[config.mk]
export PLATFORM = sky130hd
export DESIGN_NAME = juggle_vision_top
export DESIGN_NICKNAME = d
export VERILOG_FILES = /design/src/logic/tracker_pkg.sv /design/src/logic/blob_bounds.sv /design/src/logic/ball_tracker.sv /design/src/logic/hand_tracker.sv /design/src/logic/overlay_mux.sv /design/src/logic/juggle_vision_top.sv
export SDC_FILE = /design/constraint.sdc
export NUM_CORES = 1
export LEC_CHECK = 0
export BUFFER_PORTS_ARGS = -buffer_cell sky130_fd_sc_hd__buf_2
export CAP_MARGIN = 20
export CORE_ASPECT_RATIO = 1.25
export CORE_UTILIZATION = 30
export DETAILED_ROUTE_END_ITERATION = 12
export PLACE_DENSITY = 0.55
export SYNTH_ARGS = -nofsm -noshare
export SYNTH_HDL_FRONTEND = slang
export SYNTH_HIERARCHICAL = 1
export SYNTH_SLANG_ARGS = --single-unit
[constraint.sdc]
create_clock -name clk_pixel -period 6.5 [get_ports clk_pixel]
set_input_delay 0.325 -clock clk_pixel [delete_from_list [all_inputs] [get_ports clk_pixel]]
set_output_delay 0.325 -clock clk_pixel [all_outputs]
set_load 0.01 [all_outputs]
[src/logic/tracker_pkg.sv]
`default_nettype none

package tracker_pkg;

    // RGB565 color fields, red in the upper bits
    typedef struct packed {
        logic [4:0] red;
        logic [5:0] green;
        logic [4:0] blue;
    } rgb565_t;

    // One pixel word, seen either whole or as color fields
    typedef union packed {
        logic [15:0] raw;
        rgb565_t     rgb;
    } pixel_u;

    typedef logic [10:0] coord_t; // Raster coordinate

    localparam int BORDER = 4; // Judgment border width in pixels

    // Overlay colors in RGB565
    localparam logic [15:0] COLOR_WHITE  = 16'hFFFF;
    localparam logic [15:0] COLOR_YELLOW = 16'hFFE0;
    localparam logic [15:0] COLOR_GREEN  = 16'h07E0;
    localparam logic [15:0] COLOR_RED    = 16'hF800;
    localparam logic [15:0] COLOR_BLUE   = 16'h001F;
    localparam logic [15:0] COLOR_BLACK  = 16'h0000;

endpackage

`default_nettype wire

[src/logic/blob_bounds.sv]
`timescale 1ns/1ps
`default_nettype none

module blob_bounds import tracker_pkg::*; #(
    parameter int H_RES = 1280,
    parameter int V_RES = 720
) (
    input  wire         clk_pixel,
    input  wire         recent_reset,
    input  wire         valid_i,
    input  wire         mask_i,
    input  wire coord_t hcount_i,
    input  wire coord_t vcount_i,
    output logic        found_o,
    output coord_t      center_x_o,
    output coord_t      center_y_o,
    output coord_t      min_x_o,
    output coord_t      max_x_o,
    output logic        frame_done_o
);

    logic        seen;    // Any masked pixel so far this frame
    logic        seen_nxt;
    logic        hit;
    logic        last_px;
    coord_t      min_x, max_x, min_y, max_y;
    coord_t      min_x_nxt, max_x_nxt, min_y_nxt, max_y_nxt;
    logic [11:0] sum_x, sum_y; // One extra bit so the halving keeps the carry

    assign hit      = valid_i && mask_i;
    assign last_px  = valid_i && (hcount_i == coord_t'(H_RES - 1))
                              && (vcount_i == coord_t'(V_RES - 1));
    assign seen_nxt = seen || hit;

    // Running box including the current pixel
    always_comb begin
        min_x_nxt = min_x;
        max_x_nxt = max_x;
        min_y_nxt = min_y;
        max_y_nxt = max_y;
        if (hit) begin
            if (!seen || hcount_i < min_x) begin
                min_x_nxt = hcount_i;
            end
            if (!seen || hcount_i > max_x) begin
                max_x_nxt = hcount_i;
            end
            if (!seen || vcount_i < min_y) begin
                min_y_nxt = vcount_i;
            end
            if (!seen || vcount_i > max_y) begin
                max_y_nxt = vcount_i;
            end
        end
    end

    assign sum_x = {1'b0, min_x_nxt} + {1'b0, max_x_nxt};
    assign sum_y = {1'b0, min_y_nxt} + {1'b0, max_y_nxt};

    always_ff @(posedge clk_pixel) begin
        if (recent_reset) begin
            seen         <= 1'b0;
            found_o      <= 1'b0;
            frame_done_o <= 1'b0;
            center_x_o   <= '0;
            center_y_o   <= '0;
            min_x_o      <= '0;
            max_x_o      <= '0;
        end else begin
            frame_done_o <= last_px;
            if (last_px) begin
                seen    <= 1'b0; // Start over for the next frame
                found_o <= seen_nxt;
                if (seen_nxt) begin // Empty frame keeps the old center
                    center_x_o <= sum_x[11:1];
                    center_y_o <= sum_y[11:1];
                    min_x_o    <= min_x_nxt;
                    max_x_o    <= max_x_nxt;
                end
            end else begin
                seen <= seen_nxt;
            end
        end
    end

    // Box accumulators, only meaningful while seen is set
    always_ff @(posedge clk_pixel) begin
        min_x <= min_x_nxt;
        max_x <= max_x_nxt;
        min_y <= min_y_nxt;
        max_y <= max_y_nxt;
    end

endmodule

`default_nettype wire

[src/logic/ball_tracker.sv]
`timescale 1ns/1ps
`default_nettype none

module ball_tracker import tracker_pkg::*; #(
    parameter int         H_RES      = 1280,
    parameter int         V_RES      = 720,
    parameter logic [7:0] BALL_LEVEL = 8'd200
) (
    input  wire         clk_pixel,
    input  wire         recent_reset,
    input  wire         valid_i,
    input  wire pixel_u pixel_i,
    input  wire coord_t hcount_i,
    input  wire coord_t vcount_i,
    output logic        mask_o,
    output logic        found_o,
    output coord_t      center_x_o,
    output coord_t      center_y_o,
    output logic        frame_done_o
);

    logic [7:0]  red8, green8, blue8;
    logic [10:0] luma_sum; // 2R + 5G + B, at most 2040
    logic [7:0]  luma;

    // Widen the fields to 8 bits with zero fill
    assign red8   = {pixel_i.rgb.red, 3'b000};
    assign green8 = {pixel_i.rgb.green, 2'b00};
    assign blue8  = {pixel_i.rgb.blue, 3'b000};

    assign luma_sum = {2'b00, red8, 1'b0} + ({3'b000, green8} << 2) + {3'b000, green8}
                    + {3'b000, blue8};
    assign luma     = luma_sum[10:3]; // Divide by 8, drop remainder
    assign mask_o   = luma > BALL_LEVEL;

    blob_bounds #(
        .H_RES(H_RES),
        .V_RES(V_RES)
    ) u_bounds (
        .clk_pixel   (clk_pixel),
        .recent_reset(recent_reset),
        .valid_i     (valid_i),
        .mask_i      (mask_o),
        .hcount_i    (hcount_i),
        .vcount_i    (vcount_i),
        .found_o     (found_o),
        .center_x_o  (center_x_o),
        .center_y_o  (center_y_o),
        .min_x_o     (),
        .max_x_o     (),
        .frame_done_o(frame_done_o)
    );

endmodule

`default_nettype wire

[src/logic/hand_tracker.sv]
`timescale 1ns/1ps
`default_nettype none

module hand_tracker import tracker_pkg::*; #(
    parameter int H_RES = 1280,
    parameter int V_RES = 720
) (
    input  wire         clk_pixel,
    input  wire         recent_reset,
    input  wire         valid_i,
    input  wire pixel_u pixel_i,
    input  wire coord_t hcount_i,
    input  wire coord_t vcount_i,
    input  wire [3:0]   hand_low_i,
    input  wire [3:0]   hand_high_i,
    output logic        mask_o,
    output logic        found_o,
    output coord_t      center_x_o,
    output coord_t      center_y_o,
    output coord_t      min_x_o,
    output coord_t      max_x_o
);

    logic [7:0] red8;
    logic [7:0] level_low;
    logic [7:0] level_high;

    assign red8       = {pixel_i.rgb.red, 3'b000};
    assign level_low  = {hand_low_i, 4'h0};  // Exclusive lower edge
    assign level_high = {hand_high_i, 4'hF}; // Inclusive upper edge

    assign mask_o = (red8 > level_low) && (red8 <= level_high);

    blob_bounds #(
        .H_RES(H_RES),
        .V_RES(V_RES)
    ) u_bounds (
        .clk_pixel   (clk_pixel),
        .recent_reset(recent_reset),
        .valid_i     (valid_i),
        .mask_i      (mask_o),
        .hcount_i    (hcount_i),
        .vcount_i    (vcount_i),
        .found_o     (found_o),
        .center_x_o  (center_x_o),
        .center_y_o  (center_y_o),
        .min_x_o     (min_x_o),
        .max_x_o     (max_x_o),
        .frame_done_o()
    );

endmodule

`default_nettype wire

[src/logic/overlay_mux.sv]
`timescale 1ns/1ps
`default_nettype none

module overlay_mux import tracker_pkg::*; #(
    parameter int H_RES = 1280,
    parameter int V_RES = 720
) (
    input  wire         clk_pixel,
    input  wire         recent_reset,
    input  wire         valid_i,
    input  wire pixel_u pixel_i,
    input  wire coord_t hcount_i,
    input  wire coord_t vcount_i,
    input  wire         view_sel_i,
    input  wire         ball_mask_i,
    input  wire         hand_mask_i,
    input  wire         ball_found_i,
    input  wire coord_t ball_x_i,
    input  wire coord_t ball_y_i,
    input  wire         hand_found_i,
    input  wire coord_t hand_x_i,
    input  wire coord_t hand_y_i,
    input  wire coord_t hand_min_x_i,
    input  wire coord_t hand_max_x_i,
    input  wire         frame_done_i,
    output pixel_u      pixel_o,
    output coord_t      hcount_o,
    output coord_t      vcount_o,
    output logic        valid_o,
    output logic        catch_ok_o
);

    logic   catch_calc, catch_q;
    logic   in_border, on_ball, on_hand;
    pixel_u pix_nxt;

    assign catch_calc = ball_found_i && hand_found_i
                     && (ball_x_i >= hand_min_x_i) && (ball_x_i <= hand_max_x_i);
    // New judgment already counts in the cycle frame_done is high
    assign catch_ok_o = frame_done_i ? catch_calc : catch_q;

    assign in_border = (hcount_i < coord_t'(BORDER)) || (hcount_i >= coord_t'(H_RES - BORDER))
                    || (vcount_i < coord_t'(BORDER)) || (vcount_i >= coord_t'(V_RES - BORDER));
    assign on_ball   = ball_found_i && ((hcount_i == ball_x_i) || (vcount_i == ball_y_i));
    assign on_hand   = hand_found_i && ((hcount_i == hand_x_i) || (vcount_i == hand_y_i));

    // First matching rule wins
    always_comb begin
        if (in_border) begin
            pix_nxt.raw = catch_ok_o ? COLOR_GREEN : COLOR_RED;
        end else if (on_ball) begin
            pix_nxt.raw = COLOR_WHITE;
        end else if (on_hand) begin
            pix_nxt.raw = COLOR_YELLOW;
        end else if (!view_sel_i) begin
            pix_nxt.raw = pixel_i.raw; // Camera view
        end else if (ball_mask_i) begin
            pix_nxt.raw = COLOR_WHITE;
        end else if (hand_mask_i) begin
            pix_nxt.raw = COLOR_BLUE;
        end else begin
            pix_nxt.raw = COLOR_BLACK;
        end
    end

    always_ff @(posedge clk_pixel) begin
        if (recent_reset) begin
            valid_o <= 1'b0;
            catch_q <= 1'b0;
        end else begin
            valid_o <= valid_i;
            if (frame_done_i) begin
                catch_q <= catch_calc;
            end
        end
    end

    always_ff @(posedge clk_pixel) begin
        pixel_o  <= pix_nxt;
        hcount_o <= hcount_i;
        vcount_o <= vcount_i;
    end

endmodule

`default_nettype wire

[src/logic/juggle_vision_top.sv]
`timescale 1ns/1ps
`default_nettype none

module juggle_vision_top import tracker_pkg::*; #(
    parameter int         H_RES      = 1280,
    parameter int         V_RES      = 720,
    parameter logic [7:0] BALL_LEVEL = 8'd200
) (
    input  wire         clk_pixel,
    input  wire         recent_reset,
    input  wire         valid_i,
    input  wire pixel_u pixel_i,
    input  wire coord_t hcount_i,
    input  wire coord_t vcount_i,
    input  wire         view_sel_i,
    input  wire [3:0]   hand_low_i,
    input  wire [3:0]   hand_high_i,
    output pixel_u      pixel_o,
    output coord_t      hcount_o,
    output coord_t      vcount_o,
    output logic        valid_o,
    output logic        results_valid_o,
    output logic        ball_found_o,
    output coord_t      ball_x_o,
    output coord_t      ball_y_o,
    output logic        hand_found_o,
    output logic        catch_ok_o
);

    // Stage 1 input registers
    logic       s1_valid;
    pixel_u     s1_pixel;
    coord_t     s1_hcount, s1_vcount;
    logic       s1_view_sel;
    logic [3:0] s1_hand_low, s1_hand_high;

    logic   ball_mask, hand_mask;
    coord_t hand_x, hand_y, hand_min_x, hand_max_x;

    always_ff @(posedge clk_pixel) begin
        if (recent_reset) begin
            s1_valid <= 1'b0;
        end else begin
            s1_valid <= valid_i;
        end
    end

    // Switch settings travel with their pixel
    always_ff @(posedge clk_pixel) begin
        s1_pixel     <= pixel_i;
        s1_hcount    <= hcount_i;
        s1_vcount    <= vcount_i;
        s1_view_sel  <= view_sel_i;
        s1_hand_low  <= hand_low_i;
        s1_hand_high <= hand_high_i;
    end

    ball_tracker #(
        .H_RES     (H_RES),
        .V_RES     (V_RES),
        .BALL_LEVEL(BALL_LEVEL)
    ) u_ball (
        .clk_pixel   (clk_pixel),
        .recent_reset(recent_reset),
        .valid_i     (s1_valid),
        .pixel_i     (s1_pixel),
        .hcount_i    (s1_hcount),
        .vcount_i    (s1_vcount),
        .mask_o      (ball_mask),
        .found_o     (ball_found_o),
        .center_x_o  (ball_x_o),
        .center_y_o  (ball_y_o),
        .frame_done_o(results_valid_o)
    );

    hand_tracker #(
        .H_RES(H_RES),
        .V_RES(V_RES)
    ) u_hand (
        .clk_pixel   (clk_pixel),
        .recent_reset(recent_reset),
        .valid_i     (s1_valid),
        .pixel_i     (s1_pixel),
        .hcount_i    (s1_hcount),
        .vcount_i    (s1_vcount),
        .hand_low_i  (s1_hand_low),
        .hand_high_i (s1_hand_high),
        .mask_o      (hand_mask),
        .found_o     (hand_found_o),
        .center_x_o  (hand_x),
        .center_y_o  (hand_y),
        .min_x_o     (hand_min_x),
        .max_x_o     (hand_max_x)
    );

    // Output register inside the overlay is stage 2
    overlay_mux #(
        .H_RES(H_RES),
        .V_RES(V_RES)
    ) u_overlay (
        .clk_pixel   (clk_pixel),
        .recent_reset(recent_reset),
        .valid_i     (s1_valid),
        .pixel_i     (s1_pixel),
        .hcount_i    (s1_hcount),
        .vcount_i    (s1_vcount),
        .view_sel_i  (s1_view_sel),
        .ball_mask_i (ball_mask),
        .hand_mask_i (hand_mask),
        .ball_found_i(ball_found_o),
        .ball_x_i    (ball_x_o),
        .ball_y_i    (ball_y_o),
        .hand_found_i(hand_found_o),
        .hand_x_i    (hand_x),
        .hand_y_i    (hand_y),
        .hand_min_x_i(hand_min_x),
        .hand_max_x_i(hand_max_x),
        .frame_done_i(results_valid_o),
        .pixel_o     (pixel_o),
        .hcount_o    (hcount_o),
        .vcount_o    (vcount_o),
        .valid_o     (valid_o),
        .catch_ok_o  (catch_ok_o)
    );

endmodule

`default_nettype wire

==> qor.csv <==
metric,value,unit
dpl cells,2184,
Clock Path Buffers,3,
minimum clock period,6050,ps
Rows,86,
status,finished clean,
Pins Over Slew Limit,0,
Setup TNS Final,0,ps
WL final,40100,um
die area,45900,um2
Antenna Diode Count,0,
FF-to-FF End,u_ball/u_bounds/center_y_o[9],
Slew headroom,0.326,
cells after synthesis,1517,
Root Buffer,clkbuf_16,
worst hold-check path type,input pin to flop,
layout cells sized above 1,0.162,
CTS Sinks,247,
RSZ-0062 raised after global routing,false,
type of the worst setup path,flop to flop,
number of global-route vias before repair,11400,
first-pass GRT wire length,62100,um
slew of the pin with the lowest slew margin,1010,ps
Post-Syn Area,13500,um2
DRT Pass-1 Iters,5,
register area,4940,um2
critical path arrival,6530,ps
nets@finish,1918,
synth warn,6,
Peak VDD IR,0.281,mV
# setup viols final,0,
Die Y,239,um
Max Cap Violations,0,
Min Hold Slack,33.9,ps
CTS tree,built,
Layout fillers,4445,
initial antenna violation count,0,
clk_skew,15.8,ps
area of the multi-input gates,7700,um2
DR iter-0 viols,557,
vias per cell,4.99,
Reg2Reg Depth,27,
Non-Filler Instances,2284,
"critical path fanouts, max",20,
hold depth,2,
Clock transition at path regs,60,ps
via count,11400,
setup ws final,448,ps
grt total ovfl,0,
DP Wirelength,29500,um
CORE AREA,44200,um2
hold wc startpoint,valid_i,
"Area growth, synth to finish",20.8,%
wire length per cell,17.6,um
final hold vios,0,
Crit path required time,6980,ps
# DRC,0,
"worst slack, placed",322,ps
IO Port Bufs,114,
final core occ,0.369,
Antenna Nets Post-Route,0,
insertion delay to the later sink of the worst-skew pair,550,ps
reg-to-reg startpoint,s1_pixel[7],
largest net degree at the start of global routing,54,
biggest regs,"s1_pixel: 16 flops, u_overlay/pixel_o: 16 flops",
Crit. End Element,flop,
H-tree levels,1,
critical path launch point type,flop,
fin crit share,0.931,
Power Density,389,nW/um2
WHS Endpoint,s1_valid,
"setup slack, reg-to-reg",450,ps
number of CTS-inserted buffers,26,
Max Freq,165,MHz
synthesized net count,1742,
GRT Overall Usage,0.175,
Die Wd,192,um
I/O pins,115,
Pleak,0.00701,uW
gpl congestion,0.876,
Synth Area per Inst,8.90,um2
initial core utilization,0.305,
[worst max-delay path, cell delays in order (launching register included)]
cell	delay, ps
dfxtp_1	390
inv_1	80
fa_1	500
fa_1	580
inv_1	60
ha_1	310
a211oi_2	260
o21bai_1	110
a21oi_1	180
xor2_1	90
nor3_1	250
and2_4	270
o31ai_1	90
a31oi_1	140
o41a_1	220
buf_4	240
a21o_1	170
inv_1	60
fa_1	400
nor2b_1	120
o21ai_0	110
a21oi_1	190
o21ai_0	120
a21boi_0	270
o21a_1	200
o211ai_1	110
a2111o_1	380
nand3_1	80
[cell type report]
class | instances | share of cell area
clock buffer | 30 | 0.0434
clock inverter | 17 | 0.0154
inverter | 175 | 0.0403
multi-input combinational | 1044 | 0.472
sequential | 247 | 0.303
tap | 572 | 0.0439
timing repair buffer | 199 | 0.0813
[where the power goes]
part / leakage [uW] / internal [uW] / switching, uW
sequential: 0.00205 / 1810 / 138
clock: 0.000469 / 1020 / 657
combinational: 0.00449 / 1130 / 1600
[how the worst max path moves through the flow]
stage                start                       endpoint  slack, ps  cells after the start
6_report       s1_pixel[7]  u_ball/u_bounds/center_y_o[9]        450                     27
3_3_place_gp   s1_pixel[7]  u_ball/u_bounds/center_x_o[9]        450                     26
3_5_place_dp   s1_pixel[7]  u_ball/u_bounds/center_y_o[9]        320                     27
2_1_floorplan  s1_pixel[7]  u_ball/u_bounds/center_y_o[9]        810                     28
4_1_cts        s1_pixel[7]  u_ball/u_bounds/center_y_o[9]        240                     27
5_1_grt        s1_pixel[7]  u_ball/u_bounds/center_y_o[9]         10                     27
[through the flow]
step | cell area [um2] | total power (uW)
after floorplan | 13500 | 3940
final | 16300 | 6340
after global routing | 16300 | 6820
after global placement | 14800 | 4580
after CTS | 16300 | 6360
after detailed placement | 14800 | 4640
[what timing repair did]
action	in CTS	in global routing
endpoints found under the hold margin	47	0
setup endpoints to repair	0	4
buffers inserted	0	6
resized for setup	0	4
hold buffers	47	0
[metal layers]
metal,wire length (um),global-route usage,share of wire
met5,0,0,0
met4,1270,0.0678,0.032
met3,1610,0.0195,0.040
met2,20600,0.325,0.51
met1,16700,0.200,0.42
[layout by cell type (no fill, tap or decap), types with 11 or more instances in the layout]
cell type / n
buf_4: 38
o21ai_0: 83
nor3_1: 41
a21oi_1: 93
ha_1: 162
nor2b_1: 16
buf_2: 114
xnor2_1: 55
inv_1: 174
nor2_1: 88
nand4_1: 34
a31oi_1: 12
dlygate4sd3_1: 47
nand3_1: 36
o31ai_1: 16
mux2_2: 38
nand2_1: 135
a211oi_1: 20
fa_1: 13
clkbuf_16: 27
dfxtp_1: 247
a32oi_1: 11
nand3b_1: 14
No activity file was read; power rests on OpenSTA's default activity.
